File: src/hw/mem_macros.svh
`ifndef MEM_MACROS_SVH
`define MEM_MACROS_SVH

// Line and address widths
`define LINE_BITS      256
`define ADDR_BITS      28
`define LINE_ADDR_BITS 6
`define REG_SPACE_BIT  27

// Memory read latency in cycles
`define READ_LAT       2

// Display frame and self-check region
`define FRAME_LINES    4
`define CHECK_BASE     48
`define CHECK_LINES    8
`define CHECK_SEED     32'hC0DE0000

`endif

File: src/hw/mem_pkg.sv
`include "mem_macros.svh"

package mem_pkg;

	typedef logic [`LINE_BITS-1:0]      line_t;
	typedef logic [`ADDR_BITS-1:0]      addr_t;
	typedef logic [`LINE_ADDR_BITS-1:0] line_addr_t;

	// Client request toward the arbiter, rw high for a write
	typedef struct packed {
		addr_t addr;
		logic  rw;
		line_t wdata;
	} mem_req_t;

	// Host request, address may also point into register space
	typedef struct packed {
		addr_t addr;
		logic  rw;
		line_t wdata;
	} host_req_t;

	typedef enum logic [1:0] {ARB_IDLE, ARB_ISSUE, ARB_WAIT_WR, ARB_WAIT_RD} arb_state_t;

	typedef enum logic [1:0] {FETCH_OFF, FETCH_REQ, FETCH_WAIT} fetch_state_t;

	typedef enum logic [1:0] {CHK_IDLE, CHK_WRITE, CHK_READ, CHK_DONE} check_state_t;

	typedef enum logic [1:0] {
		REG_START   = 2'd0,
		REG_DISPLAY = 2'd1,
		REG_CHECK   = 2'd2
	} reg_sel_t;

endpackage

File: src/hw/io_map.sv
`include "mem_macros.svh"

module io_map (
	input  logic                clk_in,
	input  logic                gl_rst,
	input  mem_pkg::host_req_t  host_req,
	input  logic                host_valid,
	output logic                host_ready,
	output mem_pkg::line_t      host_rdata,
	output mem_pkg::mem_req_t   mem_req,
	output logic                mem_valid,
	input  logic                mem_ready,
	input  mem_pkg::line_t      mem_rdata,
	output mem_pkg::line_addr_t start_line,
	output logic                display_on,
	output logic                check_start,
	input  logic                check_done,
	input  logic                check_error
);
	import mem_pkg::*;

	logic                       reg_space;
	logic                       reg_hit;
	logic                       reg_ack;
	reg_sel_t                   reg_sel;
	logic [`LINE_ADDR_BITS-1:0] reg_rdata;

	assign reg_space = host_req.addr[`REG_SPACE_BIT];
	assign reg_sel = reg_sel_t'(host_req.addr[1:0]);
	// New register access, the acknowledged one is still on the bus
	assign reg_hit = host_valid && reg_space && !reg_ack;

	// Memory accesses pass straight to the arbiter
	assign mem_req.addr = host_req.addr;
	assign mem_req.rw = host_req.rw;
	assign mem_req.wdata = host_req.wdata;
	assign mem_valid = host_valid && !reg_space;

	////////////////////////////////////////////////////////////
	// Register map
	////////////////////////////////////////////////////////////
	always_ff @(posedge clk_in) begin
		if (gl_rst) begin
			reg_ack <= 1'b0;
			start_line <= '0;
			display_on <= 1'b0;
			check_start <= 1'b0;
		end else begin
			reg_ack <= reg_hit;
			check_start <= 1'b0;
			if (reg_hit && host_req.rw) begin
				case (reg_sel)
					REG_START:   start_line <= host_req.wdata[`LINE_ADDR_BITS-1:0];
					REG_DISPLAY: display_on <= host_req.wdata[0];
					REG_CHECK:   check_start <= host_req.wdata[0];
					default: ;
				endcase
			end
		end
	end

	always_ff @(posedge clk_in) begin
		if (reg_hit) begin
			case (reg_sel)
				REG_START:   reg_rdata <= start_line;
				REG_DISPLAY: reg_rdata <= `LINE_ADDR_BITS'(display_on);
				REG_CHECK:   reg_rdata <= `LINE_ADDR_BITS'({check_error, check_done});
				default:     reg_rdata <= '0;
			endcase
		end
	end

	assign host_ready = reg_ack | mem_ready;
	assign host_rdata = reg_ack ? line_t'(reg_rdata) : mem_rdata;

endmodule

File: config.mk
export PLATFORM = sky130hd
export DESIGN_NAME = io_map
export DESIGN_NICKNAME = d
export VERILOG_FILES = /design/src/hw/mem_pkg.sv /design/src/hw/io_map.sv
export VERILOG_INCLUDE_DIRS = /design/src /design/src/hw
export SDC_FILE = /design/constraint.sdc
export NUM_CORES = 1
export LEC_CHECK = 0
export ABC_AREA = 1
export BUFFER_PORTS_ARGS = -buffer_cell sky130_fd_sc_hd__buf_2
export CAP_MARGIN = 10
export CORE_AREA = 2 2 427 429
export CTS_BUF_LIST = sky130_fd_sc_hd__clkbuf_16
export DETAILED_ROUTE_END_ITERATION = 10
export DIE_AREA = 0 0 429 431
export PLACE_DENSITY = 0.3
export SLEW_MARGIN = 30
export SYNTH_ARGS = -nofsm -noshare
export SYNTH_HDL_FRONTEND = slang
export SYNTH_SLANG_ARGS = --single-unit
File: constraint.sdc
create_clock -name clk_in -period 2.5 [get_ports clk_in]
set_input_delay 0.125 -clock clk_in [delete_from_list [all_inputs] [get_ports clk_in]]
set_output_delay 0.125 -clock clk_in [all_outputs]
set_load 0.01 [all_outputs]
Yosys cells after proc, flatten, opt, wreduce, memory -nomap -nowiden
Index checks and enable logic that the tools add are counted.
{"block": "word_totals", "ff_bits": 15, "latch_bits": 0, "ramBits": 0, "romBits": 0, "inputBits": 547, "word_cells": 22, "n_memories": 0}
{"block": "classes", "n_addsub": 0, "n_mul": 0, "n_div": 0, "magnitude_cmp": 0, "n_eq_ne": 2, "shifts": 0, "muxes": 2, "n_bitwise": 3, "n_reduce_logical": 10}
{"op": "2-to-1 mux 256 bit", "count": 1}
{"op": "one-hot mux 6 bit (3 select lines)", "count": 1}
{"op": "logical AND 1 bit", "count": 4}
{"op": "AND reduction 2 bit", "count": 2}
{"op": "OR reduction 3 bit", "count": 1}
{"op": "== test 2 x 1 -> 1 bit, second input constant", "count": 1}
{"op": "== test 2 bit, second input constant", "count": 1}
{"op": "logical NOT 1 bit", "count": 2}
{"op": "logical NOT 2 bit", "count": 1}
{"op": "NOT 1 bit", "count": 2}
{"op": "OR 1 bit", "count": 1}

Logic depth before layout (Yosys ltp)
{"block": "logic_depth", "ltp_word": 5, "depth_mapped": 6}

Least setup slack after synthesis
No wires, ideal clock.
{"block": "synth_path", "path_kind": "flip-flop to output port", "from": "register reg_ack", "to": "output host_rdata[225]", "arrival_ns": 0.913, "required_time_ns": 2.375, "path_slack_ns": 1.462, "path_stages_with_launch": 5, "n_path_buf": 3, "cell_sequence": "dfxtp_1 -> buf_6 -> buf_2 -> buf_2 -> nor2_1"}
{"block": "synth_between", "elab_chain_len": 1}
{"element": "from (decl)", "line_no": "io_map.sv:24", "source": "logic reg_ack;"}
{"element": "from (signal assigned)", "line_no": "io_map.sv:49", "source": "reg_ack <= reg_hit;"}
{"element": "2-to-1 mux 256 bit", "line_no": "io_map.sv:74", "source": "assign host_rdata = reg_ack ? line_t'(reg_rdata) : mem_rdata;"}
{"element": "to (decl)", "line_no": "io_map.sv:9", "source": "output mem_pkg::line_t host_rdata,"}
No other way between the ends.

Worst setup path in the final report
{"block": "layout_path", "from": "register reg_ack", "to": "output host_rdata[83]"}
The elaborated chain is that of the path after synthesis.

==> flow_summary.json <==
{
  "cp_slowest_cell": "dfxtp_4",
  "syn_area_sq_mm": 0.00493,
  "num-fill-cells": 21603,
  "final_cells": 3585,
  "seqCellArea_sq_um": 364,
  "reg2reg_from": "reg_ack",
  "p_leak_nw": 4.57,
  "fp.coreArea_sq_mm": 0.180,
  "holdBufCountCts": 0,
  "clkPwrFrac_pct": 17.6,
  "ctsResizeCount": 0,
  "setup_viol": 0,
  "gp_congestion": 0.828,
  "path_clk_slew_ps": 50,
  "final_cell_mix": "547 x buf_2, 272 x nor2_1, 265 x inv_1",
  "setup.worst_path.start": "reg_ack",
  "fin_setup_tns_ps": 0,
  "fin_skew_ps": 5.22,
  "crit_arrival_ps": 1570,
  "crit_path_max_fanout": 63,
  "switchingPower_mw": 0.911,
  "wl_per_cell_um": 36.2,
  "cts_num_sinks": 15,
  "netlist_instances": 916,
  "r2r-end": "check_start",
  "maxSlewViolCount": 0,
  "finalWorstSetupSlack_ps": 808,
  "final_antenna_net_count": 0,
  "timing.reg2reg.setup_slack_ps": 1030,
  "htreeDepth": 1,
  "die_w_um": 429,
  "swShare_pct": 49.8,
  "area_growth_pct": 76.3,
  "port_buffers": 547,
  "hold_viol": 0,
  "crit_path_end_kind": "output pin",
  "crit_path_end": "host_rdata[83]",
  "multi_input_area_sq_mm": 0.00127,
  "power.density_mw_per_mm2": 211,
  "num_rows": 156,
  "grt_max_degree": 68,
  "vias": 7021,
  "antenna_found_initial": 208,
  "grt_pass1_wl_mm": 143,
  "rr_worst_depth": 4,
  "drt_first_pass_iters": 4,
  "critPathKind": "reg2out",
  "maxCapViolations": 0,
  "grt_overflow": 0,
  "route.detailed.drc": 0,
  "holdWs_ps": 75.0,
  "avgSynthCellArea_sq_um": 5.38,
  "postLayoutCellArea_sq_mm": 0.00869,
  "synth.distinct_cells": 18,
  "startpoint_type": "flip-flop",
  "pre_cts_slack_ps": 960,
  "die_area_sq_mm": 0.185,
  "synth_area_leaders": "buf_4 43%, nor2_1 21%, inv_1 20%",
  "grt_pass1_vias": 6087,
  "min_path_type": "in2reg",
  "numCtsBuffers": 3,
  "tightest_slew_ps": 491,
  "yosysWarningCount": 0,
  "cts.path.max_buffers": 2,
  "p_int_mw": 0.919,
  "place_area_sq_mm": 0.00848,
  "grt_setup_unrepaired": "false",
  "cts_tree": "yes",
  "root_buffer": "clkbuf_16",
  "synth_top_area_share_pct": 43.4,
  "drt-initial-drc-count": 374,
  "start_util_pct": 2.74,
  "synth-seq-cells": 15,
  "synth_nets": 1463,
  "routed_wl_mm": 130,
  "yosysTopAreaCell": "buf_4",
  "post-cts-setup-buffers": 0,
  "ys_seq_area_share_pct": 7.31,
  "dp_cells": 3527,
  "fin_crit_sh_pct": 67.7,
  "relSlewSlack_pct": 67.3,
  "grt_usage_pct": 13.4,
  "cp_cell_sequence": "buf_12 > nor2_1 > buf_2",
  "post-dp-hpwl_mm": 126,
  "drive_gt1_share_pct": 48.9,
  "slowest_delay_ps": 660,
  "comb_power_share_pct": 67.6,
  "cp.required_ps": 2380,
  "via_per_inst": 1.96,
  "mostFrequentLayoutCell": "buf_2",
  "status": "finished, final reports clean",
  "peakVddDrop_mv": 0.175,
  "nNetsFinal": 1709,
  "clk_latency_ps": 250,
  "fin_crit_ps": 1690,
  "fmax_ghz": 0.591,
  "die_h_um": 431,
  "power_frac_seq_pct": 14.9,
  "ios": 1098
}
power by group through the flow:
stage                     sequential (mW)  clock [mW]  combinational [mW]
final                               0.272       0.322                1.24
after global routing                0.274       0.341                1.35
after CTS                           0.273       0.332                1.34
after detailed placement            0.278           0                1.33
after global placement              0.278           0                1.33
after floorplan                     0.270           0               0.892
cell usage after synthesis:
cell      count
clkbuf_1      2
nor3_1        1
buf_2        27
edfxtp_1      6
nor2_1      272
buf_6         1
dfxtp_1       9
inv_1       265
nand3_1       3
nor2_8        1
inv_2         1
inv_4         1
buf_4       285
nand4_1       8
nand2_1      30
nor2_4        2
nand4_4       1
or2_2         1
logic make-up after synthesis:
logic type | count (synthesis) | share of synthesized area, %
flip-flops | 15 | 7.31
buffers and inverters | 582 | 66.9
AND/OR/NAND/NOR | 319 | 25.8
routing by layer:
metal / track usage [%] / up-vias / wire [um]
met4: 1.26 / 178 / 1510
met2: 21.5 / 964 / 58400
met5: 1.64 / - / 1580
met3: 20.1 / 240 / 41100
met1: 8.34 / 2865 / 27200
li1: - / 2774 / -
through the flow:
step | total power, mW | utilization, %
final | 1.83 | 4.83
after global placement | 1.61 | 4.70
after CTS | 1.94 | 4.75
after floorplan | 1.16 | -
after detailed placement | 1.61 | 4.70
after global routing | 1.96 | 4.80
area by class of cell:
type / instances / share of cell area (%)
Clock buffer: 3 / 0.864
Sequential cell: 15 / 4.19
Inverter: 267 / 11.6
Clock inverter: 1 / 0.0864
Multi-Input combinational cell: 319 / 14.7
Tap cell: 2370 / 34.1
Antenna cell: 54 / 1.55
Timing Repair Buffer: 556 / 33.0
sequential cells by signal, indices dropped and copies added (netlist names):
signal	flops
reg_rdata	6
reg_ack	1
check_start	1
display_on	1
start_line	6
worst min path at each step:
stage,endpoint,startpoint,cells after the start
floorplan,reg_ack,gl_rst,1
global placement,mem_req[122],host_req[122],0
detailed placement,mem_req[122],host_req[122],0
CTS,reg_ack,gl_rst,2
global route,reg_ack,gl_rst,2
finish,reg_ack,gl_rst,2
critical path, delay by kind of cell, from the launching register on:
kind	cells	cell delay, ps
buffers and inverters	2	460
DFF	1	660
and+or+nand+nor	1	120
Power figures use the tool's default switching activity.
