File: src/hw/mem_macros.svh
`ifndef MEM_MACROS_SVH
`define MEM_MACROS_SVH

// Line and address widths
`define LINE_BITS      256
`define ADDR_BITS      28
`define LINE_ADDR_BITS 6
`define REG_SPACE_BIT  27

// Memory read latency in cycles
`define READ_LAT       2

// Display frame and self-check region
`define FRAME_LINES    4
`define CHECK_BASE     48
`define CHECK_LINES    8
`define CHECK_SEED     32'hC0DE0000

`endif

File: src/hw/mem_pkg.sv
`include "mem_macros.svh"

package mem_pkg;

	typedef logic [`LINE_BITS-1:0]      line_t;
	typedef logic [`ADDR_BITS-1:0]      addr_t;
	typedef logic [`LINE_ADDR_BITS-1:0] line_addr_t;

	// Client request toward the arbiter, rw high for a write
	typedef struct packed {
		addr_t addr;
		logic  rw;
		line_t wdata;
	} mem_req_t;

	// Host request, address may also point into register space
	typedef struct packed {
		addr_t addr;
		logic  rw;
		line_t wdata;
	} host_req_t;

	typedef enum logic [1:0] {ARB_IDLE, ARB_ISSUE, ARB_WAIT_WR, ARB_WAIT_RD} arb_state_t;

	typedef enum logic [1:0] {FETCH_OFF, FETCH_REQ, FETCH_WAIT} fetch_state_t;

	typedef enum logic [1:0] {CHK_IDLE, CHK_WRITE, CHK_READ, CHK_DONE} check_state_t;

	typedef enum logic [1:0] {
		REG_START   = 2'd0,
		REG_DISPLAY = 2'd1,
		REG_CHECK   = 2'd2
	} reg_sel_t;

endpackage

File: src/hw/frame_fetch.sv
`include "mem_macros.svh"

module frame_fetch (
	input  logic                clk_in,
	input  logic                gl_rst,
	input  logic                display_on,
	input  mem_pkg::line_addr_t start_line,
	output mem_pkg::mem_req_t   req,
	output logic                valid,
	input  logic                ready,
	input  mem_pkg::line_t      rdata,
	output mem_pkg::line_t      pix_line,
	output logic                pix_valid
);
	import mem_pkg::*;

	localparam int IDX_BITS = $clog2(`FRAME_LINES);

	fetch_state_t        state;
	logic [IDX_BITS-1:0] idx;
	line_addr_t          fetch_addr;

	////////////////////////////////////////////////////////////
	// Fetch sequencer
	////////////////////////////////////////////////////////////
	always_ff @(posedge clk_in) begin
		if (gl_rst) begin
			state <= FETCH_OFF;
			idx <= '0;
			pix_valid <= 1'b0;
		end else begin
			pix_valid <= 1'b0;
			case (state)
				FETCH_OFF: begin
					idx <= '0;
					if (display_on)
						state <= FETCH_REQ;
				end
				// Address wraps at the end of the line memory
				FETCH_REQ: begin
					fetch_addr <= start_line + line_addr_t'(idx);
					state <= FETCH_WAIT;
				end
				FETCH_WAIT: begin
					if (ready) begin
						pix_valid <= 1'b1;
						if (idx == IDX_BITS'(`FRAME_LINES - 1))
							idx <= '0;
						else
							idx <= idx + 1'b1;
						if (display_on)
							state <= FETCH_REQ;
						else
							state <= FETCH_OFF;
					end
				end
				default: state <= FETCH_OFF;
			endcase
		end
	end

	always_ff @(posedge clk_in) begin
		if (state == FETCH_WAIT && ready)
			pix_line <= rdata;
	end

	assign valid = (state == FETCH_WAIT);
	assign req.addr = `ADDR_BITS'(fetch_addr);
	assign req.rw = 1'b0;
	assign req.wdata = '0;

endmodule

File: config.mk
export PLATFORM = sky130hd
export DESIGN_NAME = frame_fetch
export DESIGN_NICKNAME = d
export VERILOG_FILES = /design/src/hw/mem_pkg.sv /design/src/hw/frame_fetch.sv
export VERILOG_INCLUDE_DIRS = /design/src /design/src/hw
export SDC_FILE = /design/constraint.sdc
export NUM_CORES = 1
export LEC_CHECK = 0
export BUFFER_PORTS_ARGS = -buffer_cell sky130_fd_sc_hd__buf_2
export CAP_MARGIN = 40
export CELL_PAD_IN_SITES_DETAIL_PLACEMENT = 1
export CELL_PAD_IN_SITES_GLOBAL_PLACEMENT = 1
export CORE_AREA = 3 3 311 313
export DETAILED_ROUTE_END_ITERATION = 16
export DIE_AREA = 0 0 314 316
export GPL_TIMING_DRIVEN = 1
export MAX_ROUTING_LAYER = met4
export PLACE_DENSITY_LB_ADDON = 0.1
export SKIP_LAST_GASP = 1
export SLEW_MARGIN = 20
export SYNTH_ARGS = -nofsm -noshare
export SYNTH_HDL_FRONTEND = slang
export SYNTH_SLANG_ARGS = --single-unit
File: constraint.sdc
create_clock -name clk_in -period 3.4 [get_ports clk_in]
set_input_delay 0.68 -clock clk_in [delete_from_list [all_inputs] [get_ports clk_in]]
set_output_delay 0.68 -clock clk_in [all_outputs]
set_load 0.05 [all_outputs]
-- Yosys cells after proc, flatten, opt, wreduce, memory -nomap -nowiden
Cells that the tools add are included.
- bits in registers: 267
- input bits: 266
- output and inout port bits: 543
- word-level logic and storage cells: 29
- $add $sub $neg: 2
- eq/ne operators: 5
- multiplexer cells: 8
- bitwise gates (word level): 2
- reduce and logical (&&, ||, !) cells: 7
- operators by type and width (cell ; count):
    2-bit two-way mux ; 4
    6-bit by 2-bit adder with 6-bit output ; 1
    2-bit one-hot mux with 3 select lines ; 1
    2-bit AND reduction ; 3
    2-bit == test, second input constant ; 2
    2-bit one-hot mux with 2 select lines ; 1
    2-bit by 1-bit adder with 2-bit output, second input constant ; 1
    2-bit by 1-bit == test with 1-bit output, second input constant ; 1
    2-bit zero test ; 1
    1-bit two-way mux ; 2
    2-bit by 1-bit inequality test with 1-bit output, second input constant ; 1
    2-bit inequality test, second input constant ; 1
    1-bit NOT ; 2
    2-bit nonzero test ; 1
    2-bit OR reduction ; 1
    1-bit logical AND ; 1

-- Longest topological paths before layout
- depth after elaboration: 4
- depth in mapped cells: 5
- depth with buffers taken out: 5

-- Least setup slack after synthesis
No wires, ideal clock.
- path kind: reg2reg
- start point: register state[0]
- end point: register pix_valid
- setup time: 0.071 ns
- data arrival time: 2.957 ns
- data required time: 3.329 ns
- setup slack: 0.372 ns
- stages on the path, launching flop included: 4
- path buffers: 0
- clock period less this slack: 3.028 ns
- cells stage by stage: dfxtp_1 > nor2b_4 > and2_4 > nor2b_4
- cells in the longest elaborated chain, start to end: 3
- RTL lines (what ; line ; source):
    start: declaration ; frame_fetch.sv:19 ; fetch_state_t state;
    start signal: assignment ; frame_fetch.sv:28 ; state <= FETCH_OFF;
    start signal: assignment ; frame_fetch.sv:37 ; state <= FETCH_REQ;
    start signal: assignment ; frame_fetch.sv:42 ; state <= FETCH_WAIT;
    2-bit == test ; - ;
    via valid ; frame_fetch.sv:9 ; output logic valid,
    1-bit NOT (no line) ; - ;
    2-bit OR reduction (no line) ; - ;
    end signal: assignment ; frame_fetch.sv:30 ; pix_valid <= 1'b0;
    end signal: assignment ; frame_fetch.sv:32 ; pix_valid <= 1'b0;
    end signal: assignment ; frame_fetch.sv:46 ; pix_valid <= 1'b1;
    end: declaration ; frame_fetch.sv:13 ; output logic pix_valid
The timed path passes the listed nets, and every way through them passes these cells.
A chain may end at the register's enable or synchronous reset.

-- Worst setup path after layout
- start point: register state[0]
- end point: output valid
- cells in the longest elaborated chain, start to end: 1
- RTL lines (what ; line ; source):
    2-bit == test ; frame_fetch.sv:67 ; assign valid = (state == FETCH_WAIT);
    end: declaration ; frame_fetch.sv:9 ;
No other way between the ends.

==> out/metrics.yaml <==
clkSinkCount: 267
rsz0062_at_grt: "false"
routed_via_density: 2.53
htreeDepth: 2
cts_root_buffer: "clkbuf_16"
clk_pin_slew_ns: 0.06
ys_seq_area_share_pct: 77.3
grt_first_pass_wirelength_um: 55100
finalCoreUtilization_pct: 15.6
ir_drop_mv: 0.277
post_cts_buffers: 0
initial_core_util_pct: 10.9
hold_viol_final: 0
finalMaxSlewViolations: 0
dieArea_um2: 99200
first_pass_iters: 4
slew-limit-headroom_pct: 63.3
ctsHoldBuffers: 0
status: "completed"
core_area_um2: 94600
port-buffer-count: 529
drive_above_1_share_pct: 49.7
ys_ff_latch: 267
avgSynthCellArea_um2: 17.8
endpoint_kind: "output port"
finalSetupViolations: 0
synthCells: 579
grtUsageTotal_pct: 8.42
drt_iter0_markers: 303
wire_per_inst_um: 17.9
drt_wl_total_um: 44000
post-place-ws_ns: 1.24
syn2layout_area_growth_pct: 43.6
die_x_um: 314
final_nets: 1424
p_per_area_nw_per_um2: 587
num_vias: 6210
min_period_over_period_pct: 60.7
antenna_found_initial: 40
drv_cap: 0
grt_pass1_vias: 6275
finClkSkew_ns: 0.0114
synth.area.top_cells: "edfxtp_1, buf_4, dfxtp_1, ha_1, nor2b_4"
hpwlAfterDp_um: 36200
numCtsBuffers: 38
cp_max_fo: 5
max_freq_ghz: 0.485
grt-ovfl-total: 0
num_rows: 113
ctsResizeCount: 0
hp-class: "primary input to flip-flop"
arrival_ns: 1.38
gp_congestion: 0.750
setup_ws_ns: 1.34
critPathKind: "flip-flop to output port"
fin_tns_setup_ns: 0
period_minus_slack_ns: 2.06
grt_max_degree: 55
p_leak_uw: 0.00612
die_h_um: 316
top_level_ports: 809
yosysTopAreaCell: "edfxtp_1"
worstPathRequired_ns: 2.72
drc: 0
dp_cells: 2379
tightest_slew_ns: 0.549
final_cells: 2455
synth.top_cell.area_share_pct: 76.3
clk_latency_ns: 0.54
netlist_area_um2: 10300
clockBufferDepth: 3
drtAntennaViolNets: 0
yosys_warnings: 0
synth_cell_types: 22
tritoncts: "done"
startpoint_type: "flip-flop"
[final cells by class]
cell class	instances	area, um2
diodes	8	20.0
clock buffers	53	1030
clock inverters	15	136
fillers	10882	79800
inverters	4	15.0
multi-input cells	307	1270
flip-flops and latches	267	7970
well taps	1265	1580
repair buffers	536	2780
[critical path, cell delays in order (launching register included)]
cell	delay [ns]
dfxtp_1	0.37
nor2b_4	0.18
buf_2	0.29
[report_power, final]
group	internal [uW]	switching, uW	leakage [uW]	total, uW
sequential	3690	14.4	0.00241	3710
combinational	154	1010	0.00314	1160
clock	2270	1550	0.000569	3820
total	6110	2570	0.00612	8680
[stage by stage]
stage / hold WS [ns] / total power (uW) / area, um2
after floorplan: 0.477 / 4930 / 11400
after global placement: 0.556 / 4940 / 13600
after detailed placement: 0.544 / 4930 / 13600
after CTS: 0.242 / 8920 / 14800
after global routing: 0.254 / 9080 / 14800
final: 0.308 / 8680 / 14800
[cell families after synthesis]
logic type	after synthesis	share of synthesized area, %
other cells	1	0.0364
simple gates	14	0.983
fa+ha+maj	4	0.558
flops	267	77.3
buf+inv	283	20.5
xor+xnor	4	0.340
compound gates	6	0.316
[Yosys cell counts]
| master | count |
|---|---|
| nand2_1 | 2 |
| inv_1 | 4 |
| nor2b_1 | 1 |
| xor2_1 | 1 |
| nor2b_4 | 2 |
| fa_1 | 1 |
| a21oi_1 | 3 |
| nand4bb_1 | 1 |
| nor2_1 | 2 |
| nor4b_1 | 1 |
| o21ai_0 | 2 |
| nand4_1 | 1 |
| xnor2_1 | 3 |
| nand2b_1 | 2 |
| nand3_1 | 1 |
| edfxtp_1 | 262 |
| conb_1 | 1 |
| ha_1 | 3 |
| a21o_1 | 1 |
| dfxtp_1 | 5 |
| buf_4 | 279 |
| and2_4 | 1 |
[sequential cells by signal, indices dropped and copies added (netlist names)]
signal	cells
fetch_addr	6
idx	2
pix_line	256
pix_valid	1
state	2
[layout by cell type (no fill, tap or decap)]
cell / Yosys / layout
buf_12: 0 / 6
nor2b_1: 1 / 1
o21ai_0: 2 / 2
nand2b_1: 2 / 2
diode_2: 0 / 8
nor2_1: 2 / 2
nand3_1: 1 / 1
inv_1: 4 / 4
bufinv_16: 0 / 2
clkbuf_16: 0 / 39
nand2_1: 2 / 2
nor4b_1: 1 / 1
xnor2_1: 3 / 3
nand4_1: 1 / 1
and2_4: 1 / 1
inv_16: 0 / 1
a21o_1: 1 / 1
buf_4: 279 / 1
a21oi_1: 3 / 3
inv_6: 0 / 1
clkbuf_1: 0 / 14
clkinv_2: 0 / 5
conb_1: 1 / 279
xor2_1: 1 / 1
ha_1: 3 / 3
clkinv_1: 0 / 6
nor2b_4: 2 / 2
fa_1: 1 / 1
nand4bb_1: 1 / 1
dfxtp_1: 5 / 5
buf_2: 0 / 529
edfxtp_1: 262 / 262
[layer usage]
| layer | track usage [%] | vias up | wire, um |
|---|---|---|---|
| met5 | - | - | 0 |
| li1 | - | 2651 | - |
| met1 | 8.23 | 2956 | 15100 |
| met4 | 2.24 | 0 | 1120 |
| met3 | 3.91 | 97 | 5030 |
| met2 | 15.0 | 506 | 22800 |
[path summary, 6_finish.rpt]
path                                 endpoint  cells after the start  slack [ns]  startpoint
worst max-delay path                    valid                      2        1.34    state[0]
worst min-delay path            pix_line[246]                      1        0.31  rdata[246]
worst max register to register  pix_line[219]                      3        1.58    state[0]
worst min register to register         idx[0]                      2        0.54      idx[0]
No activity file was read; power rests on OpenSTA's default activity.
