File: src/hw/mem_macros.svh
`ifndef MEM_MACROS_SVH
`define MEM_MACROS_SVH

// Line and address widths
`define LINE_BITS      256
`define ADDR_BITS      28
`define LINE_ADDR_BITS 6
`define REG_SPACE_BIT  27

// Memory read latency in cycles
`define READ_LAT       2

// Display frame and self-check region
`define FRAME_LINES    4
`define CHECK_BASE     48
`define CHECK_LINES    8
`define CHECK_SEED     32'hC0DE0000

`endif

File: src/hw/mem_pkg.sv
`include "mem_macros.svh"

package mem_pkg;

	typedef logic [`LINE_BITS-1:0]      line_t;
	typedef logic [`ADDR_BITS-1:0]      addr_t;
	typedef logic [`LINE_ADDR_BITS-1:0] line_addr_t;

	// Client request toward the arbiter, rw high for a write
	typedef struct packed {
		addr_t addr;
		logic  rw;
		line_t wdata;
	} mem_req_t;

	// Host request, address may also point into register space
	typedef struct packed {
		addr_t addr;
		logic  rw;
		line_t wdata;
	} host_req_t;

	typedef enum logic [1:0] {ARB_IDLE, ARB_ISSUE, ARB_WAIT_WR, ARB_WAIT_RD} arb_state_t;

	typedef enum logic [1:0] {FETCH_OFF, FETCH_REQ, FETCH_WAIT} fetch_state_t;

	typedef enum logic [1:0] {CHK_IDLE, CHK_WRITE, CHK_READ, CHK_DONE} check_state_t;

	typedef enum logic [1:0] {
		REG_START   = 2'd0,
		REG_DISPLAY = 2'd1,
		REG_CHECK   = 2'd2
	} reg_sel_t;

endpackage

File: src/hw/pattern_check.sv
`include "mem_macros.svh"

module pattern_check (
	input  logic              clk_in,
	input  logic              gl_rst,
	input  logic              check_start,
	output mem_pkg::mem_req_t req,
	output logic              valid,
	input  logic              ready,
	input  mem_pkg::line_t    rdata,
	output logic              check_done,
	output logic              check_error
);
	import mem_pkg::*;

	localparam int IDX_BITS = $clog2(`CHECK_LINES);

	check_state_t        state;
	logic [IDX_BITS-1:0] idx;
	logic                last;
	line_t               expect_line;

	// Word w of line i holds seed + i*8 + w
	function automatic line_t pattern(input logic [IDX_BITS-1:0] i);
		line_t val;
		val = '0;
		for (int w = 0; w < `LINE_BITS / 32; w++) begin
			val[w*32 +: 32] = `CHECK_SEED + 32'(i) * 32'd8 + 32'(w);
		end
		return val;
	endfunction

	assign expect_line = pattern(idx);
	assign last = (idx == IDX_BITS'(`CHECK_LINES - 1));

	////////////////////////////////////////////////////////////
	// Write pass, then read back pass
	////////////////////////////////////////////////////////////
	always_ff @(posedge clk_in) begin
		if (gl_rst) begin
			state <= CHK_IDLE;
			idx <= '0;
			check_done <= 1'b0;
			check_error <= 1'b0;
		end else begin
			case (state)
				CHK_IDLE, CHK_DONE: begin
					if (check_start) begin
						check_done <= 1'b0;
						idx <= '0;
						state <= CHK_WRITE;
					end
				end
				CHK_WRITE: begin
					if (ready) begin
						idx <= last ? '0 : idx + 1'b1;
						if (last)
							state <= CHK_READ;
					end
				end
				CHK_READ: begin
					if (ready) begin
						// Sticky until reset
						if (rdata != expect_line)
							check_error <= 1'b1;
						idx <= idx + 1'b1;
						if (last) begin
							check_done <= 1'b1;
							state <= CHK_DONE;
						end
					end
				end
				default: state <= CHK_IDLE;
			endcase
		end
	end

	assign valid = (state == CHK_WRITE) || (state == CHK_READ);
	assign req.addr = `ADDR_BITS'(`CHECK_BASE + 32'(idx));
	assign req.rw = (state == CHK_WRITE);
	assign req.wdata = expect_line;

endmodule
File: config.mk
export PLATFORM = sky130hd
export DESIGN_NAME = pattern_check
export DESIGN_NICKNAME = d
export VERILOG_FILES = /design/src/hw/mem_pkg.sv /design/src/hw/pattern_check.sv
export VERILOG_INCLUDE_DIRS = /design/src /design/src/hw
export SDC_FILE = /design/constraint.sdc
export NUM_CORES = 1
export LEC_CHECK = 0
export BUFFER_PORTS_ARGS = -buffer_cell sky130_fd_sc_hd__buf_2
export CAP_MARGIN = 20
export CORE_AREA = 2 2 213 215
export CTS_CLUSTER_DIAMETER = 200
export DETAILED_ROUTE_END_ITERATION = 8
export DIE_AREA = 0 0 215 217
export PLACE_DENSITY = 0.33
export SETUP_SLACK_MARGIN = 0.3
export SLEW_MARGIN = 30
export SYNTH_ARGS = -nofsm -noshare
export SYNTH_HDL_FRONTEND = slang
export SYNTH_SLANG_ARGS = --single-unit
File: constraint.sdc
create_clock -name clk_in -period 1.9 [get_ports clk_in]
set_clock_uncertainty 0.05 [all_clocks]
set_input_delay 0.285 -clock clk_in [delete_from_list [all_inputs] [get_ports clk_in]]
set_output_delay 0.285 -clock clk_in [all_outputs]
set_load 0.01 [all_outputs]
[Word level (Yosys, flattened, before mapping)]
Index checks and enable logic that the tools add are counted.
Storage, ports and cells
  bits of input ports: 260
  logic and storage cells: 47
  register bits after elaboration: 7
Operators by class
  reductions and logical operators: 8
  mux-type cells: 15
  equal/unequal tests: 10
  add/subtract/negate cells: 10
Operators with widths (number)
  256-bit inequality test: 1
  32-bit by 3-bit adder with 32-bit output, second input constant: 4
  32-bit by 2-bit adder with 32-bit output, second input constant: 2
  31-bit by 7-bit adder with 32-bit output, first input constant: 1
  32-bit by 1-bit adder with 32-bit output, second input constant: 1
  3-bit 2-to-1 mux: 4
  2-bit 2-to-1 mux: 5
  3-bit case mux with 3 select lines: 1
  6-bit by 3-bit adder with 7-bit output, first input constant: 1
  2-bit inequality test, second input constant: 3
  2-bit case mux with 3 select lines: 1
  3-bit AND reduction: 2
  5-bit AND reduction: 1
  2-bit equality test, second input constant: 2
  2-bit by 1-bit inequality test with 1-bit output, second input constant: 2
  4-bit AND reduction: 1
  3-bit by 1-bit adder with 3-bit output, second input constant: 1
  3-bit equality test, second input constant: 1
  1-bit 2-to-1 mux: 3
  2-bit by 1-bit equality test with 1-bit output, second input constant: 1
  2-bit zero test: 1
  1-bit case mux with 2 select lines: 1
  2-bit nonzero test: 1
  2-bit OR reduction: 1
  1-bit logical OR: 1

[Longest topological paths before layout]
  depth after elaboration: 4
  gate-level depth with buffers: 7
  mapped depth without buffers: 7

[Worst setup path after synthesis]
OpenSTA, ideal clock, no wires.
  path type: register to register
  from: reg idx[2]
  to: reg check_error
  buffers on the path: 1
  cell stages (with the launch flop): 7
  required time: 1.724 ns
  data arrival time: 1.684 ns
  setup slack: 0.040 ns
  path through: dfxtp_1 > buf_6 > or3_4 > a2111oi_2 > o21ai_1 > nor4_2 > a211oi_1
On the way
  word-level cells in the longest chain between the ends: 4
  elaborated cells between the ends (all ways): 10
  those cells by class: add/sub (8); eq/ne (1); reduce/logical (1)
RTL lines
  start: declaration: RTL line pattern_check.sv:19  | logic [IDX_BITS-1:0] idx;
  start signal: assignment: RTL line pattern_check.sv:56  | idx <= last ? '0 : idx + 1'b1;
  start signal: assignment: RTL line pattern_check.sv:66  | idx <= idx + 1'b1;
  31-bit by 7-bit adder with 32-bit output (no line) (*)
  32-bit by 1-bit adder with 32-bit output (no line), or another cell as far along
  256-bit inequality test (*): RTL line pattern_check.sv:64  | if (rdata != expect_line)
  3-bit AND reduction (no line) (*)
  end signal: assignment: RTL line pattern_check.sv:44  | check_error <= 1'b0;
  end signal: assignment: RTL line pattern_check.sv:65  | check_error <= 1'b1;
  end: declaration: RTL line pattern_check.sv:12  | output logic check_error
Every way passes the cells marked *; elsewhere a longest branch is shown, timed or not.
A chain may end at the register's enable or synchronous reset.

[Final worst setup path]
  from: in rdata[202]
  to: reg check_error
On the way
  word-level cells in the longest chain between the ends: 2
RTL lines
  start: declaration: RTL line pattern_check.sv:10  | input mem_pkg::line_t rdata,
  256-bit inequality test: RTL line pattern_check.sv:64
  3-bit AND reduction (no line)
No other way between the ends.

==> results_dict.tcl <==
set metrics [dict create \
    status "complete, no violations" \
    rsz0062_at_grt "true" \
    synth_seq_cells 7 \
    avgSynthCellArea_um2 7.63 \
    ys_types 42 \
    cap_violations 0 \
    overflow 0 \
    cp_top_family "simple AND/OR/NAND/NOR gates" \
    yosys_warnings 0 \
    slowest_stage "or4_1" \
    peakVddDrop_mv 0.206 \
    num_rows 78 \
    cp.arrival_ns 1.89 \
    dp_worst_setup_slack_ns -0.435 \
    clk_latency_ns 0.25 \
    nets 982 \
    syn-instance-count 432 \
    power_mw 1.76 \
    drive_gt1_share_pct 47.3 \
    dieArea_mm2 0.0467 \
    drc 0 \
    die_w_um 215 \
    final_max_slew_viol_count 0 \
    fin_util_pct 10.6 \
    clk_pin_slew_ns 0.05 \
    synth-async-reset-ratio_pct 0 \
    timing.critical_path.fanout_max 1 \
    p_per_area_mw_per_mm2 372 \
    core-area_mm2 0.0447 \
    critPathCaptureType "register" \
    ys_top_cells_by_area "buf_4 (64%), dfxtp_1 (4.3%), nor4_1 (4.2%)" \
    worst-setup-path-type "in2reg" \
    die-height_um 217 \
    numPortBuffers 290 \
    vias_per_cell 2.47 \
    hp-class "in2reg" \
    synth.top_cell.area_share_pct 64.0 \
    cts_buffers 3 \
    cts_tree "yes" \
    setup_viol 0 \
    hpwl_mm 13.8 \
    synth_edf_count 0 \
    gp_congestion 0.738 \
    drtIter0Drc 50 \
    start_util_pct 7.37 \
    dpl_cell_area_mm2 0.00448 \
    cts.path.max_buffers 2 \
    totalWireLength_mm 14.9 \
    cts_root_buf "clkbuf_16" \
    slowest_delay_ns 0.57 \
    startpoint_type "primary input" \
    grt_pass1_vias 2894 \
    ios 548 \
    ant_nets 0 \
    final_cell_mix "buf_2 (290), conb_1 (257), nor4_1 (20)" \
    period_needed_ns 1.82 \
    layout_setup_ws_ns 0.0807 \
    hold_viol 0 \
    yosys.area.top_type "buf_4" \
    tns_ns 0 \
    synth_ff_type "dfxtp_1" \
    yosysSeqAreaShare_pct 4.25 \
    antenna_found_initial 7 \
    crit_buf_inv 2 \
    dr.pass1.iters 4 \
    grt_max_degree 15 \
    cts.htree.levels 1 \
    area_growth_syn_to_layout_pct 43.6 \
    cp.required_ns 1.97 \
    timing.fmax_mhz 550 \
    wire_per_inst_um 11.3 \
    post-route-cell-area_mm2 0.00473 \
    final_common_cell "buf_2" \
    grt_pass1_wl_mm 18.2 \
    path_cells "buf_2, or4_1, nor4_4, buf_4, nand4_1, nor4_4, a211oi_1" \
    timing.final.crit_share_pct 95.8 \
    p_leak_nw 2.51 \
    clock-sinks 7 \
    synth_area_mm2 0.00330 \
    gr-usage-all-layers_pct 5.51 \
    crit_path_frequent_cell "nor4_4" \
    dr_total_vias 3262 \
]
sequential cells by signal (all words and copies together), names as in the netlist:
register / flops
check_done: 1
idx: 3
state: 2
check_error: 1
path summary, 6_finish.rpt:
| kind | slack, ns | from | cells after the start | endpoint |
|---|---|---|---|---|
| max | 0.08 | rdata[202] | 7 | check_error$_SDFFE_PP0P_ |
| max reg2reg | 0.09 | idx[2]$_SDFFE_PP0P_ | 5 | check_error$_SDFFE_PP0P_ |
| min | 0.30 | gl_rst | 2 | idx[2]$_SDFFE_PP0P_ |
| min reg2reg | 0.46 | state[1]$_SDFFE_PP0P_ | 2 | state[1]$_SDFFE_PP0P_ |
report_power, final:
part           switching, mW  internal (mW)  total, mW
Sequential            0.0399          0.182      0.222
Combinational          0.655          0.477       1.13
Clock                  0.124          0.284      0.408
Total                  0.819          0.943       1.76
metal layers:
| layer | wire length, um | share of wire (%) | vias to the layer above | GRT usage [%] |
|---|---|---|---|---|
| li1 | - | - | 1533 | - |
| met1 | 4800 | 32 | 1423 | 5.25 |
| met2 | 8230 | 55 | 279 | 11.4 |
| met3 | 1360 | 9.1 | 25 | 0.950 |
| met4 | 493 | 3.3 | 2 | 2.41 |
| met5 | 13 | 0.087 | - | 0 |
worst register-to-register path, cell delays in order, from the launching register on:
cell and delay [ns]:
dfxtp_4 0.39, or3_4 0.36, a2111oi_4 0.28, o21ai_1 0.22, nor4_4 0.30, a211oi_1 0.10
synth_stat cells (2+ instances only):
cell / n
or4_1: 5
nand3_1: 2
ha_1: 5
nand4_1: 17
nor2_1: 9
xor2_1: 2
inv_1: 4
conb_1: 2
buf_4: 281
nand2_1: 7
dfxtp_1: 7
and4b_1: 6
nor3_1: 4
a21oi_1: 4
nor4_1: 22
mux2i_1: 3
nor4b_1: 14
a211oi_1: 3
nand4b_1: 3
nor4bb_1: 10
what timing repair did:
action	4_1_cts	5_1_grt
gates resized for setup	14	13
gates cloned	0	0
pin swaps	4	7
hold buffers	0	0
setup endpoints to repair	6	5
buffers inserted	1	2
cell type report:
| type | count | area (um2) |
|---|---|---|
| fillers | 5261 | 40000 |
| multi-input cells | 394 | 2120 |
| repair buffers | 307 | 1600 |
| well taps | 600 | 751 |
| flip-flops and latches | 7 | 154 |
| clock buffers | 4 | 78.8 |
| inverters | 4 | 15.0 |
| diodes | 4 | 10.0 |
kinds of logic (layout without fill, tap and decap cells):
| family | count (synthesis) | count (layout) | synth area share, % |
|---|---|---|---|
| xor+xnor | 2 | 2 | 0.532 |
| buf+inv | 286 | 315 | 64.8 |
| mux | 3 | 3 | 0.911 |
| flops | 7 | 7 | 4.25 |
| simple gates | 112 | 112 | 24.2 |
| compound gates | 15 | 15 | 3.15 |
| other cells | 2 | 261 | 0.228 |
| fa+ha+maj | 5 | 5 | 1.90 |
stage by stage:
| stage | instances | hold WS (ns) |
|---|---|---|
| final | 1320 | 0.304 |
| after global routing | 1319 | 0.329 |
| after CTS | 1314 | 0.304 |
| after detailed placement | 1309 | 0.466 |
| after global placement | 1309 | 0.464 |
| after floorplan | 687 | 0.294 |
No activity file was read; power rests on OpenSTA's default activity.
