[src/hw/mem_macros.svh]
`ifndef MEM_MACROS_SVH
`define MEM_MACROS_SVH

// Line and address widths
`define LINE_BITS      256
`define ADDR_BITS      28
`define LINE_ADDR_BITS 6
`define REG_SPACE_BIT  27

// Memory read latency in cycles
`define READ_LAT       2

// Display frame and self-check region
`define FRAME_LINES    4
`define CHECK_BASE     48
`define CHECK_LINES    8
`define CHECK_SEED     32'hC0DE0000

`endif

[src/hw/mem_pkg.sv]
`include "mem_macros.svh"

package mem_pkg;

	typedef logic [`LINE_BITS-1:0]      line_t;
	typedef logic [`ADDR_BITS-1:0]      addr_t;
	typedef logic [`LINE_ADDR_BITS-1:0] line_addr_t;

	// Client request toward the arbiter, rw high for a write
	typedef struct packed {
		addr_t addr;
		logic  rw;
		line_t wdata;
	} mem_req_t;

	// Host request, address may also point into register space
	typedef struct packed {
		addr_t addr;
		logic  rw;
		line_t wdata;
	} host_req_t;

	typedef enum logic [1:0] {ARB_IDLE, ARB_ISSUE, ARB_WAIT_WR, ARB_WAIT_RD} arb_state_t;

	typedef enum logic [1:0] {FETCH_OFF, FETCH_REQ, FETCH_WAIT} fetch_state_t;

	typedef enum logic [1:0] {CHK_IDLE, CHK_WRITE, CHK_READ, CHK_DONE} check_state_t;

	typedef enum logic [1:0] {
		REG_START   = 2'd0,
		REG_DISPLAY = 2'd1,
		REG_CHECK   = 2'd2
	} reg_sel_t;

endpackage

[src/hw/mem_arbiter.sv]
`include "mem_macros.svh"

module mem_arbiter (
	input  logic                    clk_in,
	input  logic                    gl_rst,
	input  mem_pkg::mem_req_t [2:0] req,
	input  logic [2:0]              valid,
	output logic [2:0]              ready,
	output mem_pkg::line_t          rdata,
	output logic                    mem_wren,
	output logic                    mem_rden,
	output mem_pkg::line_addr_t     mem_addr,
	output mem_pkg::line_t          mem_wdata,
	input  logic                    mem_wr_rdy,
	input  logic                    mem_rd_valid,
	input  mem_pkg::line_t          mem_rdata
);
	import mem_pkg::*;

	arb_state_t state;
	logic [1:0] grant;
	logic [1:0] next_grant;
	logic       any_valid;
	logic       cur_rw;
	logic       done;

	// Round robin, nearest valid client after the last grant wins
	always_comb begin
		next_grant = grant;
		any_valid = 1'b0;
		for (int k = 3; k >= 1; k--) begin
			if (valid[(32'(grant) + k) % 3]) begin
				next_grant = 2'((32'(grant) + k) % 3);
				any_valid = 1'b1;
			end
		end
	end

	////////////////////////////////////////////////////////////
	// Control FSM
	////////////////////////////////////////////////////////////
	always_ff @(posedge clk_in) begin
		if (gl_rst) begin
			state <= ARB_IDLE;
			grant <= 2'd2;
			mem_wren <= 1'b0;
			mem_rden <= 1'b0;
		end else begin
			mem_wren <= 1'b0;
			mem_rden <= 1'b0;
			case (state)
				ARB_IDLE: begin
					if (any_valid) begin
						grant <= next_grant;
						state <= ARB_ISSUE;
					end
				end
				ARB_ISSUE: begin
					mem_wren <= cur_rw;
					mem_rden <= !cur_rw;
					if (cur_rw)
						state <= ARB_WAIT_WR;
					else
						state <= ARB_WAIT_RD;
				end
				ARB_WAIT_WR: if (mem_wr_rdy) state <= ARB_IDLE;
				ARB_WAIT_RD: if (mem_rd_valid) state <= ARB_IDLE;
				default: state <= ARB_IDLE;
			endcase
		end
	end

	// Granted request, held until the access completes
	always_ff @(posedge clk_in) begin
		if (state == ARB_IDLE && any_valid) begin
			cur_rw <= req[next_grant].rw;
			mem_addr <= req[next_grant].addr[`LINE_ADDR_BITS-1:0];
			mem_wdata <= req[next_grant].wdata;
		end
	end

	assign done = (state == ARB_WAIT_WR && mem_wr_rdy) ||
		(state == ARB_WAIT_RD && mem_rd_valid);

	// Completion goes to the granted client only
	always_comb begin
		ready = '0;
		ready[grant] = done;
	end

	assign rdata = mem_rdata;

endmodule

[config.mk]
export PLATFORM = sky130hd
export DESIGN_NAME = mem_arbiter
export DESIGN_NICKNAME = d
export VERILOG_FILES = /design/src/hw/mem_pkg.sv /design/src/hw/mem_arbiter.sv
export VERILOG_INCLUDE_DIRS = /design/src /design/src/hw
export SDC_FILE = /design/constraint.sdc
export NUM_CORES = 1
export LEC_CHECK = 0
export BUFFER_PORTS_ARGS = -buffer_cell sky130_fd_sc_hd__buf_2
export CAP_MARGIN = 40
export CORE_AREA = 5 5 631 633
export DETAILED_ROUTE_END_ITERATION = 6
export DIE_AREA = 0 0 636 638
export PLACE_DENSITY = 0.3
export SYNTH_ARGS = -nofsm -noshare
export SYNTH_HDL_FRONTEND = slang
export SYNTH_SLANG_ARGS = --single-unit
[constraint.sdc]
create_clock -name clk_in -period 19.5 [get_ports clk_in]
set_clock_uncertainty 0.15 [all_clocks]
set_input_delay 2.925 -clock clk_in [delete_from_list [all_inputs] [get_ports clk_in]]
set_output_delay 2.925 -clock clk_in [all_outputs]
set_load 0.05 [all_outputs]
# Word-level counts from Yosys, hierarchy flattened
# Index checks and enable logic that the tools add are counted.
word_totals:
  register_bits: 269
  input_bits: 1118
  output_inout_bits: 523
  elab_cells: 58
op_classes:
  addsub: 3
  div: 3
  n_lt_le_gt_ge: 6
  n_eq_ne: 6
  mux: 21
  bitwise_logic: 2
  n_reduce_logical: 10
op_table:
  columns: ["op", "n"]
  rows:
  - ["binary-select mux 285 bit (select 2 bit)", 1]
  - ["2-to-1 mux 263 bit", 1]
  - ["less-than comparator 32 x 3 -> 1 bit, second input constant", 3]
  - ["modulo 32 x 2 -> 32 bit, second input constant", 3]
  - ["2-to-1 mux 2 bit", 6]
  - ["2-to-1 mux 1 bit", 8]
  - ["one-hot mux 2 bit (4 select lines)", 1]
  - ["adder 2 x 2 -> 3 bit, second input constant", 2]
  - ["binary-select mux 1 bit (select 2 bit)", 3]
  - ["less-than comparator 2 x 3 -> 1 bit, second input constant", 2]
  - ["inequality test 2 bit, second input constant", 3]
  - ["equality test 2 bit, second input constant", 2]
  - ["logical AND 1 bit", 4]
  - ["adder 2 x 1 -> 3 bit, second input constant", 1]
  - ["bitwise AND 3 bit", 1]
  - ["AND reduction 3 bit", 1]
  - ["demux 1 bit (select 2 bit)", 1]
  - ["equality test 2 x 1 -> 1 bit, second input constant", 1]
  - [">= comparator 2 x 1 -> 1 bit, second input constant", 1]
  - ["zero test 2 bit", 1]
  - ["AND reduction 2 bit", 1]
  - ["OR reduction 2 bit", 1]
  - ["zero test 1 bit", 1]
  - ["logical OR 1 bit", 1]
  - ["NOT 1 bit", 1]

# Logic depth before layout (Yosys ltp)
# Gate-level depths: netlist of the first run.
logic_depth:
  depth_word: 9
  mapped_depth: 13
  depth_no_buf: 8

# Worst setup path before layout of the first run
# Ideal clock, no wire load.
synth_timing:
  path_type: "input to register"
  from: "input valid[1]"
  to: "register cur_rw (enable)"
  setup_ns: 0.615
  arrival_time_ns: 8.908
  required_ns: 18.735
  slack_ns: 9.827
  cell_stages: 6
  n_path_buf: 1
  path_cell_list: "or3b_1 -> clkbuf_1 -> a21boi_4 -> or4b_1 -> nand2_1 -> inv_1"
synth_via:
  elab_chain_cells: 6
  word_cells_on_any_way: 10
  classes_between: "9 x mux; 1 x reduce/logical"
synth_lines:
  columns: ["element", "line_no", "rtl"]
  rows:
  - ["start: declaration", "mem_arbiter.sv:7", "input logic [2:0] valid,"]
  - ["binary-select mux 1 bit (select 2 bit)", "mem_arbiter.sv:32", "if (valid[(32'(grant) + k) % 3]) begin"]
  - ["2-to-1 mux 1 bit (not written as such)", "mem_arbiter.sv:32", null]
  - ["2-to-1 mux 1 bit (2 in series)", "mem_arbiter.sv:32", null]
  - ["2-to-1 mux 1 bit *", "mem_arbiter.sv:32", null]
  - ["logical AND 1 bit *", "mem_arbiter.sv:75", "if (state == ARB_IDLE && any_valid) begin"]
  - ["end signal: assignment", "mem_arbiter.sv:76", "cur_rw <= req[next_grant].rw;"]
  - ["end: declaration", "mem_arbiter.sv:24", "logic cur_rw;"]
# Mark *: on every way between the ends. The rest lies on a longest branch, timed or not. The select of a mux whose other input is x is not followed.
# A chain may end at the register's enable or synchronous reset.

# Worst setup path after layout of the first run
layout_timing:
  from: "input mem_wr_rdy"
  to: "output ready[2]"
layout_via:
  elab_chain_cells: 3
layout_lines:
  columns: ["element", "line_no", "rtl"]
  rows:
  - ["start: declaration", "mem_arbiter.sv:14", "input logic mem_wr_rdy,"]
  - ["logical AND 1 bit", "mem_arbiter.sv:82", "assign done = (state == ARB_WAIT_WR && mem_wr_rdy) ||"]
  - ["logical OR 1 bit", "mem_arbiter.sv:82", null]
  - ["bitwise AND 3 bit (no line)", null, null]
  - ["end: declaration", "mem_arbiter.sv:8", "output logic [2:0] ready,"]
# Every way passes these cells.

==> impl_metrics.csv, run 1 <==
group,metric,value,unit
timing,finalMaxSlewViolations,0,
synthesis,synth_cell_types,39,
setup_path,rrSetupSlack,14.46,ns
clock_network,cts_buffer_depth,3,
grt,grt_max_degree,183,
timing,rsz0062_at_grt,"no",
floorplan,io_pins,1641,
synthesis,synthTopCellsByArea,"edfxtp_1, nand2_1, buf_4, a31oi_1, a21oi_1",
detailed_routing,drc,0,
synthesis,ys_dominant_reg_cell,"edfxtp_1",
placement,port_buffers,1062,
hold_path,worst_hold_startpoint,"cur_rw$_DFFE_PP_",
grt,antenna_found_initial,206,
power,leakagePower,9.842,nW
detailed_routing,drt_iter0_drc,1872,
floorplan,start_util,0.04106,
timing,worst_slew_pin_slew,1.079,ns
synthesis,ys_seq_elements,269,
synthesis,synth_edf_count,263,
outcome,status,"completed",
floorplan,num_rows,230,
timing,period_share,0.3730,
placement,dp_cells,7695,
setup_path,cp.arrival,4.20,ns
grt,grt_pass1_vias,18127,
synthesis,synth-async-reset-ratio,0,
job,max_cap_violations,0,
setup_path,crit_type,"in -> out",
synthesis,seq_area_frac_synth,0.4989,
synthesis,synthAdderAreaFrac,0.003893,
final_layout,fin_util,0.06942,
floorplan,core,391400,um2
clock_network,h-tree-depth,2,
synthesis,ys_warn_count,0,
hold_path,worstHoldEndpoint,"mem_rden$_SDFF_PP0_",
clock_network,cts_tree,"done",
timing,layout_min_cycle_time,7.274,ns
power,clkPwrFrac,0.131,
synthesis,synth_compound_area_frac,0.1946,
synthesis,muxShareOfSynthArea,0.003192,
grt,grt_pass1_wl,295300,um
setup_path,rr_worst_depth,10,
setup_path,r2r-end,"mem_wdata[176]$_DFFE_PP_",
clock_network,hold_buffers,0,
power,swShare,0.5852,
clock_network,clock_latency,0.66,ns
synthesis,synth_area,16070,um2
power,p_per_area,223.7,nW/um2
setup_path,cp-start-kind,"input pin",
grt,overflow,0,
synthesis,syn_inst,1790,
final_layout,num-nets-final,3641,
synthesis,synthesis.nets,2913,
detailed_routing,drt_first_pass_iters,5,
power,power_frac_seq,0.222,
floorplan,dieWidth,636,um
synthesis,synth_xor_area_frac,0,
power,vdd.ir_drop.worst,170.9,uV
floorplan,die_h,638,um
detailed_routing,routedWlPerCell,32.26,um
detailed_routing,via_count,19110,
clock_network,clock_sinks,269,
power,p_comb_frac,0.648,
detailed_routing,wl,252300,um
timing,fmax,0.1375,GHz
final_layout,syn2layout_area_growth,69.07,%
synthesis,ys_top_cells_by_count,"nand2_1, a21oi_1, a31oi_1, edfxtp_1, buf_4",
detailed_routing,routed_via_density,2.443,
clock_network,clock_tree.root_cell,"clkbuf_16",
setup_path,cp.required,16.43,ns
timing,setup_violations,0,
synthesis,synth.most_common_cell,"nand2_1",
timing,hold_violations,0,
placement,place_hpwl,225600,um
synthesis,synth-simple-area-share,0.1338,
timing,max_slew_margin,0.2809,
power,switchingPower,3.557,mW
hold_path,hp-class,"reg -> reg",
grt,track_usage,0.1185,
floorplan,die_area,405800,um2
synthesis,synth_top_family_by_area,"compound AO/OA/AOI/OAI gates",
clock_network,post_cts_buffers,0,
clock_network,cts_resized,0,
synthesis,yosys.area.top_type_share,0.4914,
synthesis,synth_area_leader_cell,"edfxtp_1",
detailed_routing,ant_nets,0,
hold_path,holdPathStages,1,
placement,gp_congestion,0.8866,
timing,setup_tns,0,ns
clock_network,numCtsBuffers,41,
setup_path,r2r_start,"grant[1]$_SDFFE_PP1P_",
setup_path,crit_path_max_fanout,4,
setup_path,cp-end-kind,"primary output",
clock_network,clkSlewWorstSetupHoldPaths,0.05,ns
final_layout,drive_gt1_frac,0.4528,
final_layout,finalNonFillerCells,7821,
synthesis,postSynthAreaPerCell,8.978,um2
power,power.internal,2.522,mW
cell type report:
cell class              instances  area (um2)
clock inverters                18       198.9
clock buffers                  58        1141
inverters                       4       22.52
repair buffers               1090        5715
well taps                    5220        6531
diodes                         50       125.1
fillers                     46354      364200
multi-input cells            1112        5418
flip-flops and latches        269        8018
cell usage in the layout, fill, tap and decap left out, types with 3 or more instances in the layout:
master     netlist  final
buf_2           64   1062
nand2_1        533    532
clkbuf_8         0      3
a21oi_1        267    267
bufinv_16        0      3
ha_1             5      5
clkbuf_1        57     13
edfxtp_1       263    263
nor2_1           5      5
buf_12           0      4
o21ai_0          3      3
buf_16           0      7
mux2i_1          4      4
dfxtp_1          6      6
clkbuf_16        0     42
nor2b_1          3      3
buf_4          261     17
diode_2          0     50
clkinv_1         0      7
inv_6            0      3
inv_1            4      3
a31oi_1        263    263
and2_1           4      3
layer usage:
metal  vias to the layer above  part of all wire  global-route usage
met4                        60             0.063             0.05173
met5                         -            0.0016           0.0001182
met2                      1742              0.54              0.2321
met3                       624              0.15             0.07711
li1                       7631                 -                   -
met1                      9053              0.25             0.08745
power groups by stage:
| stage | Clock (mW) | Sequential (mW) | Combinational, mW |
|---|---|---|---|
| 2_1_floorplan | 0 | 2.47 | 1.62 |
| 3_3_place_gp | 0 | 1.36 | 3.93 |
| 3_5_place_dp | 0 | 1.36 | 4.02 |
| 4_1_cts | 0.839 | 1.35 | 4.04 |
| 5_1_grt | 0.854 | 1.38 | 4.21 |
| 6_report | 0.794 | 1.35 | 3.94 |
registers in the layout, indices dropped and copies added, names as in the netlist:
name	cells
mem_wdata	256
grant	2
mem_rden	1
mem_addr	6
mem_wren	1
state	2
cur_rw	1
kinds of logic (layout without fill, tap and decap cells):
logic type / count (synthesis) / in the layout
AND/OR/NAND/NOR: 556 / 556
AO/OA/AOI/OAI: 546 / 546
buffers and inverters: 409 / 1170
flip-flops: 269 / 269
adder cells (fa/ha/maj): 5 / 5
multiplexers: 5 / 5
other: 0 / 50
worst max path at each step:
stage                                           to  startpoint  cells past startpoint  slack, ns
after floorplan                   cur_rw$_DFFE_PP_    valid[1]                      6       9.83
after global placement    mem_wdata[204]$_DFFE_PP_    valid[2]                     10      11.41
after detailed placement                  ready[1]  mem_wr_rdy                      5      11.96
after CTS                                 ready[1]  mem_wr_rdy                      5      11.96
after global routing                      ready[1]  mem_wr_rdy                      5      12.01
final                                     ready[2]  mem_wr_rdy                      5      12.23
metrics by stage:
step,hold WS (ns),worst slack [ns],total power [mW],area (um2)
2_1_floorplan,0.2823,9.827,4.092,16070
3_3_place_gp,0.3364,11.41,5.297,25490
3_5_place_dp,0.3517,11.96,5.377,25700
4_1_cts,0.3639,11.96,6.232,27040
5_1_grt,0.3899,12.01,6.439,27100
6_report,0.3571,12.23,6.079,27170
critical path: stages:
cell and delay, ns:
buf_2 0.11, mux2i_1 0.08, nor2b_1 0.46, and2_1 0.20, buf_2 0.37
No activity file was read; power rests on OpenSTA's default activity.
==> run 2: changes to the inputs <==
--- a/config.mk
+++ b/config.mk
@@ -8,9 +8,9 @@
 export LEC_CHECK = 0
 export BUFFER_PORTS_ARGS = -buffer_cell sky130_fd_sc_hd__buf_2
 export CAP_MARGIN = 40
-export CORE_AREA = 5 5 631 633
+export CORE_AREA = 5 5 627 629
 export DETAILED_ROUTE_END_ITERATION = 6
-export DIE_AREA = 0 0 636 638
+export DIE_AREA = 0 0 632 634
 export PLACE_DENSITY = 0.3
 export SYNTH_ARGS = -nofsm -noshare
 export SYNTH_HDL_FRONTEND = slang
==> constraint.sdc (replaced) <==
create_clock -name clk_in -period 6.6 [get_ports clk_in]
set_clock_uncertainty 0.15 [all_clocks]
set_input_delay 0.99 -clock clk_in [delete_from_list [all_inputs] [get_ports clk_in]]
set_output_delay 0.99 -clock clk_in [all_outputs]
set_load 0.05 [all_outputs]
==> run 2 against run 1 <==
Sequential share of layout area barely moved. Critical path depth rose by 4. Hold slack got worse by 0.0071 ns. Cell count fell by 0.29%. Setup slack got worse by 10 ns. Utilization rose by 0.065 points. Via count fell by 1.1%. Design area barely moved. Non-clock buffer count rose by 10. Critical path type is now reg -> reg. Highest routed layer unchanged.
==> impl_metrics.csv, run 2 (synthesized netlist as in run 1, its figures left out) <==
group,metric,value,unit
outcome,status,"completed",
clock_network,h-tree-depth,2,
timing,setup_violations,0,
setup_path,path_cells,"inv_1, ha_1, or3b_1, a21boi_4, o211ai_1, a31o_4, buf_4, a21oi_1, a31oi_1",
setup_path,path_delay_family,"compound AO/OA/AOI/OAI gates",
clock_network,post_cts_buffers,0,
detailed_routing,wl_met2,129800,um
placement,place_hpwl,219500,um
detailed_routing,via_count,18901,
grt,grt_pass1_vias,17819,
setup_path,crit_type,"reg -> reg",
floorplan,die_h,634,um
power,vdd.ir_drop.worst,365.9,uV
power,p_per_area,670.4,nW/um2
detailed_routing,routed_via_density,2.424,
timing,hold_violations,0,
clock_network,clock_tree.root_cell,"clkbuf_16",
detailed_routing,drt_iter0_drc,1887,
detailed_routing,drc,0,
job,max_cap_violations,0,
setup_path,crit_buf_inv,2,
grt,grt_max_degree,202,
clock_network,cts_buffer_depth,3,
power,leakagePower,9.867,nW
setup_path,crit_path_top_delay_cell,"buf_4",
setup_path,cp.required,6.88,ns
setup_path,cp-start-kind,"register",
final_layout,num-nets-final,3652,
placement,gp_congestion,0.9555,
detailed_routing,m1WireLength,65580,um
detailed_routing,wl,245100,um
final_layout,final_cell_mix,"buf_2, nand2_1, a21oi_1",
timing,layout_min_cycle_time,4.350,ns
floorplan,num_rows,229,
floorplan,start_util,0.04148,
timing,rsz0062_at_grt,"no",
detailed_routing,routed.top_layer,"met5",
setup_path,max_stage_delay,0.72,ns
final_layout,top_regs,"mem_wdata (256), mem_addr (6)",
floorplan,core,387400,um2
final_layout,drive_gt1_frac,0.4570,
placement,port_buffers,1062,
detailed_routing,drt_first_pass_iters,5,
clock_network,clock_sinks,269,
setup_path,cp.arrival,4.63,ns
timing,setup_tns,0,ns
final_layout,regMostFlops,"mem_wdata",
detailed_routing,dr_wl_met3,34100,um
grt,grt_pass1_wl,284700,um
hold_path,hp-class,"reg -> reg",
timing,fmax,0.2299,GHz
final_layout,largest_reg_flops,256,
clock_network,clkSlewWorstSetupHoldPaths,0.06,ns
timing,finalMaxSlewViolations,0,
detailed_routing,ant_nets,0,
setup_path,crit_path_max_fanout,66,
clock_network,clock_latency,0.63,ns
floorplan,dieWidth,632,um
floorplan,io_pins,1641,
clock_network,hold_buffers,0,
final_layout,num-fill-cells,45923,
grt,antenna_found_initial,180,
final_layout,syn2layout_area_growth,68.90,%
floorplan,die_area,400700,um2
detailed_routing,routedWlPerCell,31.43,um
timing,worst_slew_pin_slew,0.9854,ns
clock_network,numCtsBuffers,42,
clock_network,cts_tree,"done",
clock_network,cts_resized,0,
final_layout,final_common_cell,"buf_2",
grt,track_usage,0.1159,
timing,hold_slack,0.3500,ns
timing,period_share,0.6590,
grt,overflow,0,
setup_path,cp-end-kind,"register",
timing,max_slew_margin,0.3431,
[run 2: cell types whose count changed in the layout (fill, tap and decap cells not counted), sizes merged]
cell | before | now
inv | 8 | 7
buf | 1090 | 1100
clkbuf | 58 | 49
clkinvlp | 2 | 3
diode | 50 | 43
clkinv | 9 | 15
[run 2: area by class of cell]
type / count / area, um2 / share of cell area
Antenna cell: 43 / 107.6 / 0.003964
Clock buffer: 49 / 1099 / 0.04047
Clock inverter: 24 / 212.7 / 0.007836
Inverter: 4 / 18.77 / 0.0006914
Multi-Input combinational cell: 1112 / 5420 / 0.1997
Sequential cell: 269 / 8018 / 0.2954
Tap cell: 5197 / 6502 / 0.2396
Timing Repair Buffer: 1100 / 5766 / 0.2124
[run 2: path summary, 6_finish.rpt]
check                                      startpoint                 endpoint  slack [ns]  cells after the start
worst max-delay path            grant[1]$_SDFFE_PP1P_  mem_wdata[23]$_DFFE_PP_        2.25                      9
worst min-delay path                 cur_rw$_DFFE_PP_      mem_rden$_SDFF_PP0_        0.35                      1
worst max register to register  grant[1]$_SDFFE_PP1P_  mem_wdata[23]$_DFFE_PP_        2.25                      9
worst min register to register       cur_rw$_DFFE_PP_      mem_rden$_SDFF_PP0_        0.35                      1
[run 2: report_power, final]
group          total (mW)  switching [mW]  internal [mW]
logic                11.9            9.38           2.49
clock network        2.30           0.996           1.30
registers            4.03           0.340           3.68
total                18.2            10.7           7.48
[run 2: per-stage QoR]
| step | area [um2] | power [mW] | worst slack, ns | std cells | util |
|---|---|---|---|---|---|
| after floorplan | 16080 | 12.00 | 0.07000 | 1790 | - |
| after detailed placement | 25720 | 16.22 | 2.130 | 7682 | 0.06641 |
| final | 27140 | 18.20 | 2.250 | 7798 | 0.07007 |
| after global placement | 25640 | 16.18 | 2.086 | 7676 | 0.06619 |
| after CTS | 27040 | 18.75 | 2.180 | 7755 | 0.06979 |
| after global routing | 27110 | 19.31 | 1.949 | 7783 | 0.06997 |
[run 2: routing by layer]
layer,track usage,up-vias
met5,0.0001195,-
met4,0.05644,30
met3,0.06934,542
met2,0.2190,1679
met1,0.09337,9000
li1,-,7650
[run 2: worst reg2reg max path: stages, from the launching register on]
cell	delay, ns
dfxtp_1	0.43
inv_1	0.12
ha_1	0.45
or3b_1	0.60
a21boi_4	0.22
o211ai_1	0.13
a31o_4	0.61
buf_4	0.73
a21oi_1	0.36
a31oi_1	0.35
